===== config.mk =====
export PLATFORM = sky130hd
export DESIGN_NAME = branch_unit
export DESIGN_NICKNAME = d
export VERILOG_FILES = /design/src/branch_pkg.sv /design/src/branch_cfg_if.sv /design/src/branch_check.sv /design/src/branch_table.sv /design/src/branch_thread_counter.sv /design/src/branch_unit.sv
export SDC_FILE = /design/constraint.sdc
export NUM_CORES = 1
export LEC_CHECK = 0
export ABC_CLOCK_PERIOD_IN_PS = 2500
export BUFFER_PORTS_ARGS = -buffer_cell sky130_fd_sc_hd__clkbuf_2
export CAP_MARGIN = 20
export CORE_MARGIN = 2
export CORE_UTILIZATION = 30
export DETAILED_ROUTE_END_ITERATION = 16
export SLEW_MARGIN = 20
export SYNTH_ARGS = -nofsm -noshare
export SYNTH_HDL_FRONTEND = slang
export SYNTH_HIERARCHICAL = 1
export SYNTH_SLANG_ARGS = --single-unit

===== constraint.sdc =====
create_clock -name clock -period 2.5 [get_ports clock]
set_input_delay 0.5 -clock clock [delete_from_list [all_inputs] [get_ports clock]]
set_output_delay 0.5 -clock clock [all_outputs]
set_load 0.03 [all_outputs]

===== src/branch_pkg.sv =====
/*
 * Branch unit shared definitions
 * Widths, thread and slot counts, pipeline depths and config encodings
 */
package branch_pkg;

    // ----------------------------------------
    // Widths and counts
    // ----------------------------------------
    localparam int PC_WIDTH        = 10;
    localparam int FLAGS_WIDTH     = 8;
    localparam int FLAG_SEL_WIDTH  = 3;
    localparam int THREAD_WIDTH    = 3;
    localparam int SLOT_WIDTH      = 1;
    localparam int CFG_DATA_WIDTH  = 10;
    localparam int CFG_FIELD_WIDTH = 2;

    localparam int THREAD_COUNT = 8;
    localparam int SLOT_COUNT   = 2;

    // Cycles from the pc input to the origin comparison
    localparam int PC_SYNC_DEPTH  = 1;
    // Cycles from an instruction's inputs to its outputs
    localparam int RESULT_LATENCY = 3;

    // ----------------------------------------
    // Payload layout of configuration writes
    // ----------------------------------------
    // A condition write carries the flag index in bits 2..0 and the enable in bit 3
    localparam int COND_ENABLE_BIT = 3;
    // A prediction write carries predicted-taken in bit 0 and the enable in bit 1
    localparam int PRED_TAKEN_BIT  = 0;
    localparam int PRED_ENABLE_BIT = 1;

    typedef logic [PC_WIDTH-1:0]       pc_t;
    typedef logic [FLAGS_WIDTH-1:0]    flags_t;
    typedef logic [FLAG_SEL_WIDTH-1:0] flag_sel_t;
    typedef logic [THREAD_WIDTH-1:0]   thread_t;
    typedef logic [SLOT_WIDTH-1:0]     slot_t;
    typedef logic [CFG_DATA_WIDTH-1:0] cfg_data_t;

    // Table field targeted by a configuration write
    typedef enum logic [CFG_FIELD_WIDTH-1:0] {
        cfg_origin      = 2'd0,
        cfg_destination = 2'd1,
        cfg_condition   = 2'd2,
        cfg_prediction  = 2'd3
    } cfg_field_e;

endpackage


===== src/branch_cfg_if.sv =====
/*
 * Branch configuration interface
 * Carries one single-cycle table write to every branch slot
 */
`timescale 1ns/1ps

interface branch_cfg_if;

    logic                   wren;
    branch_pkg::slot_t      slot;
    branch_pkg::cfg_field_e field;
    branch_pkg::thread_t    thread;
    branch_pkg::cfg_data_t  data;

    // Driven by the top level
    modport source (
        output wren,
        output slot,
        output field,
        output thread,
        output data
    );

    // Seen by each slot and its table
    modport sink (
        input wren,
        input slot,
        input field,
        input thread,
        input data
    );

endinterface


===== src/branch_check.sv =====
/*
 * Branch check
 * One branch slot: origin match, flag test and prediction cancel per thread.
 * Produces zeros on no branch so the top level can OR all slots together
 */
`timescale 1ns/1ps

module branch_check #(
    parameter int SLOT_INDEX = 0
) (
    input  logic                clock,
    input  logic                rst_n,
    branch_cfg_if.sink          cfg,
    input  branch_pkg::thread_t read_thread,
    input  branch_pkg::pc_t     pc,
    input  branch_pkg::flags_t  flags,
    input  logic                io_ready_previous,
    output branch_pkg::pc_t     slot_destination,
    output logic                slot_jump,
    output logic                slot_cancel
);

    branch_pkg::pc_t       table_origin;
    branch_pkg::pc_t       table_destination;
    branch_pkg::flag_sel_t table_flag_sel;
    logic                  table_cond_enable;
    logic                  table_predict_taken;
    logic                  table_predict_enable;

    branch_table #(
        .SLOT_INDEX     (SLOT_INDEX)
    ) branch_table_inst (
        .clock          (clock),
        .rst_n          (rst_n),
        .cfg            (cfg),
        .read_thread    (read_thread),
        .origin         (table_origin),
        .destination    (table_destination),
        .flag_sel       (table_flag_sel),
        .cond_enable    (table_cond_enable),
        .predict_taken  (table_predict_taken),
        .predict_enable (table_predict_enable)
    );

    // ----------------------------------------
    // PC alignment with the table read
    // ----------------------------------------
    branch_pkg::pc_t pc_pipe [branch_pkg::PC_SYNC_DEPTH];
    branch_pkg::pc_t pc_synced;

    always_ff @(posedge clock) begin
        pc_pipe[0] <= pc;
        for (int i = 1; i < branch_pkg::PC_SYNC_DEPTH; i++) begin
            pc_pipe[i] <= pc_pipe[i-1];
        end
    end

    assign pc_synced = pc_pipe[branch_pkg::PC_SYNC_DEPTH-1];

    // ----------------------------------------
    // Stage 1: origin compare
    // ----------------------------------------
    // Flags and io_ready arrive one cycle after the PC, so they are captured here
    logic                  hit_s1;
    logic                  io_ready_s1;
    logic                  predict_enable_s1;
    branch_pkg::flags_t    flags_s1;
    branch_pkg::flag_sel_t flag_sel_s1;
    branch_pkg::pc_t       destination_s1;
    logic                  predict_taken_s1;

    always_ff @(posedge clock) begin
        if (!rst_n) begin
            hit_s1            <= 1'b0;
            io_ready_s1       <= 1'b0;
            predict_enable_s1 <= 1'b0;
        end else begin
            hit_s1            <= table_cond_enable && (pc_synced == table_origin);
            io_ready_s1       <= io_ready_previous;
            predict_enable_s1 <= table_predict_enable;
        end
    end

    always_ff @(posedge clock) begin
        flags_s1         <= flags;
        flag_sel_s1      <= table_flag_sel;
        destination_s1   <= table_destination;
        predict_taken_s1 <= table_predict_taken;
    end

    // ----------------------------------------
    // Stage 2: flag select and masking
    // ----------------------------------------
    // One bit per thread in flight, so the tap is this thread's last decision
    logic [branch_pkg::THREAD_COUNT-1:0] jump_history;
    logic                                flag;
    logic                                jump_next;
    logic                                cancel_next;
    branch_pkg::pc_t                     destination_next;

    // A re-issued instruction reuses its earlier decision, since its own
    // previous result was annulled and says nothing about the branch
    assign flag = io_ready_s1 ? flags_s1[flag_sel_s1]
                              : jump_history[branch_pkg::THREAD_COUNT-1];

    assign jump_next        = hit_s1 & flag;
    assign destination_next = jump_next ? destination_s1 : '0;
    assign cancel_next      = hit_s1 & predict_enable_s1 & (predict_taken_s1 != flag);

    always_ff @(posedge clock) begin
        if (!rst_n) begin
            jump_history <= '0;
        end else begin
            jump_history <= {jump_history[branch_pkg::THREAD_COUNT-2:0], jump_next};
        end
    end

    logic            jump_s2;
    logic            cancel_s2;
    branch_pkg::pc_t destination_s2;

    always_ff @(posedge clock) begin
        if (!rst_n) begin
            jump_s2        <= 1'b0;
            cancel_s2      <= 1'b0;
            destination_s2 <= '0;
        end else begin
            jump_s2        <= jump_next;
            cancel_s2      <= cancel_next;
            destination_s2 <= destination_next;
        end
    end

    // ----------------------------------------
    // Stage 3: output registers
    // ----------------------------------------
    always_ff @(posedge clock) begin
        if (!rst_n) begin
            slot_jump        <= 1'b0;
            slot_cancel      <= 1'b0;
            slot_destination <= '0;
        end else begin
            slot_jump        <= jump_s2;
            slot_cancel      <= cancel_s2;
            slot_destination <= destination_s2;
        end
    end

endmodule


===== src/branch_table.sv =====
/*
 * Branch table
 * Per-thread origin, destination, condition and prediction of one slot
 */
`timescale 1ns/1ps

module branch_table #(
    parameter int SLOT_INDEX = 0
) (
    input  logic                  clock,
    input  logic                  rst_n,
    branch_cfg_if.sink            cfg,
    input  branch_pkg::thread_t   read_thread,
    output branch_pkg::pc_t       origin,
    output branch_pkg::pc_t       destination,
    output branch_pkg::flag_sel_t flag_sel,
    output logic                  cond_enable,
    output logic                  predict_taken,
    output logic                  predict_enable
);

    branch_pkg::pc_t       origin_mem      [branch_pkg::THREAD_COUNT];
    branch_pkg::pc_t       destination_mem [branch_pkg::THREAD_COUNT];
    branch_pkg::flag_sel_t flag_sel_mem    [branch_pkg::THREAD_COUNT];
    logic [branch_pkg::THREAD_COUNT-1:0] predict_taken_mem;
    logic [branch_pkg::THREAD_COUNT-1:0] cond_enable_mem;
    logic [branch_pkg::THREAD_COUNT-1:0] predict_enable_mem;
    logic                                slot_wren;

    // Only writes addressed to this slot land here
    assign slot_wren = cfg.wren && (cfg.slot == branch_pkg::slot_t'(SLOT_INDEX));

    // ----------------------------------------
    // Writes
    // ----------------------------------------
    always_ff @(posedge clock) begin
        if (slot_wren) begin
            case (cfg.field)
                branch_pkg::cfg_origin:
                    origin_mem[cfg.thread] <= cfg.data;
                branch_pkg::cfg_destination:
                    destination_mem[cfg.thread] <= cfg.data;
                branch_pkg::cfg_condition:
                    flag_sel_mem[cfg.thread] <= cfg.data[branch_pkg::FLAG_SEL_WIDTH-1:0];
                branch_pkg::cfg_prediction:
                    predict_taken_mem[cfg.thread] <= cfg.data[branch_pkg::PRED_TAKEN_BIT];
            endcase
        end
    end

    // Enables start cleared, so a freshly reset slot never matches
    always_ff @(posedge clock) begin
        if (!rst_n) begin
            cond_enable_mem    <= '0;
            predict_enable_mem <= '0;
        end else if (slot_wren) begin
            if (cfg.field == branch_pkg::cfg_condition) begin
                cond_enable_mem[cfg.thread] <= cfg.data[branch_pkg::COND_ENABLE_BIT];
            end
            if (cfg.field == branch_pkg::cfg_prediction) begin
                predict_enable_mem[cfg.thread] <= cfg.data[branch_pkg::PRED_ENABLE_BIT];
            end
        end
    end

    // ----------------------------------------
    // Registered read
    // ----------------------------------------
    always_ff @(posedge clock) begin
        origin        <= origin_mem[read_thread];
        destination   <= destination_mem[read_thread];
        flag_sel      <= flag_sel_mem[read_thread];
        predict_taken <= predict_taken_mem[read_thread];
    end

    always_ff @(posedge clock) begin
        if (!rst_n) begin
            cond_enable    <= 1'b0;
            predict_enable <= 1'b0;
        end else begin
            cond_enable    <= cond_enable_mem[read_thread];
            predict_enable <= predict_enable_mem[read_thread];
        end
    end

endmodule


===== src/branch_thread_counter.sv =====
/*
 * Branch thread counter
 * Names the thread whose PC enters the branch pipeline this cycle
 */
`timescale 1ns/1ps

module branch_thread_counter (
    input  logic                clock,
    input  logic                rst_n,
    output branch_pkg::thread_t read_thread
);

    localparam branch_pkg::thread_t LAST_THREAD =
        branch_pkg::thread_t'(branch_pkg::THREAD_COUNT - 1);

    // Strict rotation, one thread per clock, thread 0 first after reset
    always_ff @(posedge clock) begin
        if (!rst_n) begin
            read_thread <= '0;
        end else if (read_thread == LAST_THREAD) begin
            read_thread <= '0;
        end else begin
            read_thread <= read_thread + 1'b1;
        end
    end

endmodule


===== src/branch_unit.sv =====
/*
 * Branch resolution unit
 * Thread counter plus one branch check per slot, outputs OR-reduced
 */
`timescale 1ns/1ps

module branch_unit (
    input  logic                   clock,
    input  logic                   rst_n,
    input  branch_pkg::pc_t        pc,
    input  branch_pkg::flags_t     flags,
    input  logic                   io_ready_previous,
    input  logic                   cfg_wren,
    input  branch_pkg::slot_t      cfg_slot,
    input  branch_pkg::cfg_field_e cfg_field,
    input  branch_pkg::thread_t    cfg_thread,
    input  branch_pkg::cfg_data_t  cfg_data,
    output branch_pkg::pc_t        branch_destination,
    output logic                   jump,
    output logic                   cancel
);

    branch_pkg::thread_t                read_thread;
    branch_pkg::pc_t                    slot_destination [branch_pkg::SLOT_COUNT];
    logic [branch_pkg::SLOT_COUNT-1:0]  slot_jump;
    logic [branch_pkg::SLOT_COUNT-1:0]  slot_cancel;

    branch_cfg_if cfg ();

    assign cfg.wren   = cfg_wren;
    assign cfg.slot   = cfg_slot;
    assign cfg.field  = cfg_field;
    assign cfg.thread = cfg_thread;
    assign cfg.data   = cfg_data;

    branch_thread_counter branch_thread_counter_inst (
        .clock       (clock),
        .rst_n       (rst_n),
        .read_thread (read_thread)
    );

    // ----------------------------------------
    // Branch slots
    // ----------------------------------------
    for (genvar i = 0; i < branch_pkg::SLOT_COUNT; i++) begin : gen_slot
        branch_check #(
            .SLOT_INDEX        (i)
        ) branch_check_inst (
            .clock             (clock),
            .rst_n             (rst_n),
            .cfg               (cfg),
            .read_thread       (read_thread),
            .pc                (pc),
            .flags             (flags),
            .io_ready_previous (io_ready_previous),
            .slot_destination  (slot_destination[i]),
            .slot_jump         (slot_jump[i]),
            .slot_cancel       (slot_cancel[i])
        );
    end

    // Slots that do not branch output zero, so OR gives the winning slot
    always_comb begin
        branch_destination = '0;
        for (int i = 0; i < branch_pkg::SLOT_COUNT; i++) begin
            branch_destination = branch_destination | slot_destination[i];
        end
    end

    assign jump   = |slot_jump;
    assign cancel = |slot_cancel;

endmodule


==> flow_metrics.py, run 1 <==
metrics = {
    "synth": {
        "avgSynthCellArea_um2": 19.0,
        "synth_seq_cells": 601,
        "yosysTopAreaCell": "edfxtp_1",
        "synth_ff_type": "edfxtp_1",
        "synth_cells": 1129,
        "yosysTopAreaCellShare_pct": 53.9,
        "syn_area_mm2": 0.0214,
        "synth_area_leaders": "edfxtp_1 54%, dfxtp_1 20%, mux4_1 11%, mux2_2 2.5%, mux2i_1 1.9%",
        "yosysWarnings": 6,
        "synth_edf_count": 384,
        "synth.most_common_cell": "edfxtp_1",
        "syn_nets": 1169,
        "ys_seq_area_share_pct": 74.2,
        "synth_cell_types": 39,
        "synthArstFlopShare_pct": 0,
        "ys_top_cells_by_count": "384 x edfxtp_1, 217 x dfxtp_1, 92 x mux4_1, 92 x nor2_1, 59 x nand2_1",
    },
    "cells_and_area": {
        "nFillCells": 6511,
        "instances_no_fill": 2234,
        "seq_area_mm2": 0.0159,
        "nets": 1287,
        "area_growth_pct": 16.1,
        "multi_input_area_mm2": 0.00524,
        "drive_gt1_share_pct": 21.1,
    },
    "detailed_routing": {
        "wl_mm": 43.4,
        "via_count": 10000,
        "highest_layer": "met4",
        "drc_errors": 0,
        "ant_nets": 0,
        "viasPerCell": 4.50,
        "wl_met3_mm": 2.20,
        "drt_iter0_markers": 740,
        "avgRoutedWirePerCell_um": 19.4,
        "route.met2.wl_mm": 19.6,
        "dr.pass1.iters": 5,
        "met1_length_mm": 21.0,
    },
    "cts": {
        "clkTransAtPathRegs_ps": 60,
        "cts_tree": "built",
        "clk_latency_ps": 600,
        "numClockSinks": 601,
        "cts_max_path_buffers": 3,
        "cts-root-buf": "clkbuf_16",
        "cts-buffers-inserted": 54,
        "cts-htree-levels": 2,
        "cts_resized": 0,
        "post_cts_buffers": 0,
        "cts_hold_buf": 0,
    },
    "timing": {
        "period_share_pct": 73.4,
        "worst_pin_slew_ps": 847,
        "whs_ps": 23.9,
        "fin_crit_ps": 1830,
        "timing.fmax_ghz": 0.545,
        "slew_viol_final": 0,
        "setup_viol": 0,
        "finalSetupTns_ps": 0,
        "fin_skew_ps": 30.4,
        "hold_viol": 0,
        "slew_headroom_pct": 43.6,
        "rsz0062_at_grt": "false",
    },
    "grt": {
        "grt_pass1_vias": 10100,
        "grt_pass1_wl_mm": 64.6,
        "grt_max_degree": 65,
        "gr-usage-all-layers_pct": 11.7,
        "grt_antenna_before_repair": 2,
        "grt_overflow": 0,
    },
    "critical_path": {
        "worstRegToRegCells": 3,
        "required_ps": 2960,
        "worst_setup_path_end_kind": "flip-flop",
        "regToRegSetupSlack_ps": 670,
        "critPathLaunchType": "flip-flop",
        "path_depth": 3,
        "critPathArrivalTime_ps": 2300,
        "r2r_start": "branch_thread_counter_inst/read_thread[0]",
        "crit_slowest_cell": "mux4_1",
        "critical_path.cell_chain": "buf_12 -> mux4_1 -> mux2_2",
        "critPathKind": "reg2reg",
        "crit_fanout": 36,
        "critPathBufInv": 1,
        "critical-path-max-stage-delay_ps": 690,
        "crit_family": "multiplexers",
    },
    "place": {
        "port_buffers": 49,
        "dp.cells": 2131,
        "gp_congestion": 0.795,
        "place_hpwl_mm": 27.3,
    },
    "pwr": {
        "seqPwrFrac_pct": 54.5,
        "comb_power_share_pct": 5.0,
        "switching_share_pct": 20.9,
        "internal_power_mw": 15.8,
        "p_leak_nw": 8.46,
        "p_switching_mw": 4.18,
        "p_per_area_mw_per_mm2": 805,
        "irDropWorstVdd_uv": 531,
        "pwr-share-clk_pct": 40.5,
    },
    "floorplan": {
        "start_util_pct": 30.5,
        "die_x_um": 271,
        "dieArea_mm2": 0.0735,
        "ios": 50,
        "core_area_mm2": 0.0703,
        "die_y_um": 271,
        "fp-row-count": 97,
    },
    "worst_hold_path": {
        "hold_path_class": "in2reg",
        "hold_end": "gen_slot[0].branch_check_inst/pc_pipe[0][4]",
        "min_path_cells": 1,
        "min_from": "pc[4]",
    },
    "status": {
        "status": "finished, final reports clean",
    },
    "run": {
        "maxCapViolCount": 0,
    },
}
## cells in the final DEF, fill, tap and decap left out, drive strengths merged, types with 5 or more instances in the layout
cell type / Yosys / final
and2: 42 / 42
buf: 18 / 59
clkbuf: 28 / 129
clkinv: 0 / 15
dfxtp: 217 / 217
edfxtp: 384 / 384
inv: 4 / 9
mux2: 48 / 48
mux2i: 40 / 40
mux4: 106 / 106
nand2: 59 / 59
nand3b: 6 / 6
nand4: 5 / 5
nor2: 92 / 92
or2: 14 / 14
or3b: 8 / 8
xnor2: 10 / 10
xor2: 10 / 10
## cell type report
class / count / area share (%)
clock inverters: 22 / 0.609
repair buffers: 108 / 3.12
flip-flops and latches: 601 / 63.9
diodes: 1 / 0.0101
clock buffers: 80 / 6.46
well taps: 940 / 4.73
multi-input cells: 478 / 21.1
inverters: 4 / 0.0604
## power by group through the flow
stage	registers (mW)	logic (mW)	clock network, mW
2_1_floorplan	11.1	0.634	0
5_1_grt	10.9	1.07	8.72
3_3_place_gp	11.1	1.00	0
3_5_place_dp	11.1	1.01	0
4_1_cts	10.9	1.02	8.27
6_report	10.9	0.998	8.09
## routing by layer
| layer | up-vias | track usage (%) |
|---|---|---|
| met3 | 49 | 2.21 |
| met2 | 269 | 17.9 |
| met5 | - | 0 |
| li1 | 4616 | - |
| met1 | 5108 | 17.1 |
| met4 | 0 | 2.41 |
## logic make-up (layout without fill, tap and decap cells)
kind of cell	after synthesis	count (layout)	synth area share [%]
fa+ha+maj	2	2	0.117
xor+xnor	20	20	0.818
other cells	0	1	0
flops	601	601	74.2
buf+inv	50	214	1.34
compound gates	6	6	0.269
simple gates	256	256	6.10
mux	194	194	17.2
## flip-flops by register name (all words and copies together) (netlist names), 3 cells and up, named ones only
name,count
branch_thread_counter_inst/read_thread,3
gen_slot.branch_check_inst/branch_table_inst/cond_enable_mem,16
gen_slot.branch_check_inst/branch_table_inst/destination,20
gen_slot.branch_check_inst/branch_table_inst/destination_mem,160
gen_slot.branch_check_inst/branch_table_inst/flag_sel,6
gen_slot.branch_check_inst/branch_table_inst/flag_sel_mem,48
gen_slot.branch_check_inst/branch_table_inst/origin,20
gen_slot.branch_check_inst/branch_table_inst/origin_mem,160
gen_slot.branch_check_inst/destination_s1,20
gen_slot.branch_check_inst/destination_s2,20
gen_slot.branch_check_inst/flag_sel_s1,6
gen_slot.branch_check_inst/flags_s1,16
gen_slot.branch_check_inst/jump_history,16
gen_slot.branch_check_inst/pc_pipe,20
gen_slot.branch_check_inst/slot_destination,20
## metrics by stage
step / power, mW / area, µm² / utilization (%) / setup slack, ps
after floorplan: 11.7 / 21400 / - / 322
after global placement: 12.1 / 23100 / 32.9 / 356
after global routing: 20.7 / 24800 / 35.4 / 619
final: 20.0 / 24800 / 35.4 / 666
after detailed placement: 12.1 / 23100 / 32.9 / 345
after CTS: 20.2 / 24800 / 35.4 / 648
## worst max-delay path by stage
stage	from	slack (ps)	end
2_1_floorplan	cfg_slot	320	flip-flop
3_3_place_gp	cfg_slot	360	flip-flop
3_5_place_dp	cfg_slot	340	flip-flop
4_1_cts	gen_slot[1].branch_check_inst/slot_destination[4]	650	branch_destination[4]
5_1_grt	branch_thread_counter_inst/read_thread[0]	620	flip-flop
6_report	branch_thread_counter_inst/read_thread[0]	670	flip-flop
(Power assumes the default switching activity.)
==> inputs of run 2 (changes only) <==
--- a/config.mk
+++ b/config.mk
@@ -5,7 +5,7 @@
 export SDC_FILE = /design/constraint.sdc
 export NUM_CORES = 1
 export LEC_CHECK = 0
-export ABC_CLOCK_PERIOD_IN_PS = 2500
+export ABC_CLOCK_PERIOD_IN_PS = 1540
 export BUFFER_PORTS_ARGS = -buffer_cell sky130_fd_sc_hd__clkbuf_2
 export CAP_MARGIN = 20
 export CORE_MARGIN = 2
==> constraint.sdc (replaced) <==
create_clock -name clock -period 1.54 [get_ports clock]
set_input_delay 0.308 -clock clock [delete_from_list [all_inputs] [get_ports clock]]
set_output_delay 0.308 -clock clock [all_outputs]
set_load 0.03 [all_outputs]
==> run 2 against run 1 <==
The flow now finishes with violations (setup timing); worst setup slack worse by 800 ps; critical path depth increased by 1; flip-flop and latch count unchanged; die area unchanged; largest cell class unchanged; largest power group unchanged.
==> flow_metrics.py, run 2 (synthesis gave the netlist of run 1 again) <==
metrics = {
    "cts": {
        "cts-buffers-inserted": 56,
        "clkTransAtPathRegs_ps": 60,
        "cts-htree-levels": 2,
        "clk_latency_ps": 610,
        "numClockSinks": 601,
        "cts_tree": "built",
        "cts-root-buf": "clkbuf_16",
        "cts_max_path_buffers": 3,
    },
    "detailed_routing": {
        "ant_nets": 0,
        "via_count": 10400,
        "avgRoutedWirePerCell_um": 18.9,
        "wl_mm": 44.1,
        "drt_iter0_markers": 803,
        "dr.pass1.iters": 6,
        "drc_errors": 0,
        "viasPerCell": 4.46,
    },
    "critical_path": {
        "path_depth": 4,
        "worstRegToRegCells": 4,
        "crit_family": "multiplexers",
        "critical-path-max-stage-delay_ps": 580,
        "critPathLaunchType": "flip-flop",
        "r2r_start": "branch_thread_counter_inst/read_thread[0]",
        "crit_slowest_cell": "mux4_2",
        "critPathKind": "reg2reg",
        "crit_top_cell": "buf_12",
        "critPathBufInv": 2,
        "crit_fanout": 9,
        "worst_setup_path_end_kind": "flip-flop",
        "critPathLaunch": "branch_thread_counter_inst/read_thread[0]",
        "critical_path.cell_chain": "buf_12 -> buf_12 -> mux4_2 -> mux2_4",
        "critPathArrivalTime_ps": 2170,
        "regToRegSetupSlack_ps": -140,
        "required_ps": 2030,
    },
    "status": {
        "status": "finished, violations left",
        "violations": "setup timing",
    },
    "cells_and_area": {
        "area_growth_pct": 22.9,
        "utilization_pct": 37.4,
        "nets": 1383,
        "layout_commonest_cell": "edfxtp_1",
        "largestRegisters": "gen_slot.branch_check_inst/branch_table_inst/destination_mem: 160 flops, gen_slot.branch_check_inst/branch_table_inst/origin_mem: 160 flops, gen_slot.branch_check_inst/branch_table_inst/flag_sel_mem: 48 flops",
        "drive_gt1_share_pct": 35.2,
        "layout_common_cells": "384 x edfxtp_1, 208 x dfxtp_1, 100 x mux4_2, 87 x buf_4, 62 x clkbuf_16",
    },
    "timing": {
        "fin_crit_ps": 1680,
        "rsz0062_at_grt": "true",
        "slew_headroom_pct": 54.3,
        "setup_viol": 71,
        "fin_skew_ps": 25.8,
        "timing.final.ws_setup_ps": -136,
        "timing.fmax_ghz": 0.597,
        "worst_pin_slew_ps": 686,
        "slew_viol_final": 0,
        "period_share_pct": 109,
        "hold_viol": 0,
        "finalSetupTns_ps": -4570,
    },
    "grt": {
        "gr-usage-all-layers_pct": 12.1,
        "grt_pass1_wl_mm": 67.3,
        "grt_overflow": 0,
        "grt_pass1_vias": 10800,
        "grt_antenna_before_repair": 6,
        "grt_max_degree": 65,
    },
    "floorplan": {
        "die_y_um": 271,
        "core_area_mm2": 0.0703,
        "dieArea_mm2": 0.0735,
        "start_util_pct": 30.5,
        "fp-row-count": 97,
        "ios": 50,
        "die_x_um": 271,
    },
    "pwr": {
        "comb_power_share_pct": 6.3,
        "pwr-share-clk_pct": 41.0,
        "p_switching_mw": 7.10,
        "switching_share_pct": 21.2,
        "internal_power_mw": 26.5,
        "p_leak_nw": 8.88,
        "p_per_area_mw_per_mm2": 1280,
        "irDropWorstVdd_uv": 858,
        "seqPwrFrac_pct": 52.7,
    },
    "place": {
        "place_hpwl_mm": 28.3,
        "gp_congestion": 0.739,
        "pre_cts_ws_ps": -250,
        "port_buffers": 49,
    },
    "run": {
        "maxCapViolCount": 0,
    },
    "worst_hold_path": {
        "hold_path_class": "in2reg",
        "min_from": "cfg_data[4]",
    },
}
## run 2: cell types whose count changed in the layout (fill, tap and decap cells not counted), sizes merged
cell / delta
buf: +86
dlygate4sd3: +19
clkbuf: -11
clkinv: +5
diode: +1
inv: -1
## run 2: worst min path at each step
stage	end	slack, ps	depth (start not counted)
after floorplan	gen_slot[0].branch_check_inst/flag_sel_s1[0]	310	0
after global placement	gen_slot[0].branch_check_inst/destination_s1[9]	310	0
after detailed placement	gen_slot[0].branch_check_inst/destination_s1[3]	310	0
after CTS	flip-flop	90	2
after global routing	flip-flop	120	2
final	flip-flop	120	2
## run 2: metrics by stage
stage          power, mW  hold WS, ps  instances  cell area [µm²]
2_1_floorplan       19.1          310       1129            21300
3_3_place_gp        19.9          313       2197            23800
3_5_place_dp        20.0          312       2197            23800
4_1_cts             33.9         89.7       2326            26100
5_1_grt             34.8          123       2332            26300
6_report            33.6          125       2333            26300
## run 2: layout make-up
type	instances	area, µm²
antenna	2	5.00
clock buffer	80	1700
clock inverter	26	176
fill	6400	44000
inverter	4	15.0
multi-input combinational	478	5240
sequential	601	15900
tap	940	1180
timing repair buffer	202	2090
## run 2: power by group through the flow
stage | Clock, mW | Combinational [mW] | Sequential [mW]
after floorplan | 0 | 1.13 | 18.0
after global placement | 0 | 1.92 | 18.0
after detailed placement | 0 | 1.95 | 18.0
after CTS | 14.1 | 2.08 | 17.7
after global routing | 14.8 | 2.27 | 17.7
final | 13.8 | 2.12 | 17.7
## run 2: metal layers
metal  up-vias  part of all wire [%]  track usage [%]
li1       4727                     -                -
met1      5335                    47             17.4
met2       265                    45             18.5
met3        73                   6.4             2.45
met4         6                   2.0             3.27
met5         -                 0.066                0
## run 2: repair_timing
action                                  4_1_cts  5_1_grt
resized for setup                            62       58
endpoints found under the setup margin       74       89
pin swaps                                    10       21
hold endpoints to repair                     38        0
buffers inserted                              3        3
hold buffers                                 19        0
gates cloned                                  1        2
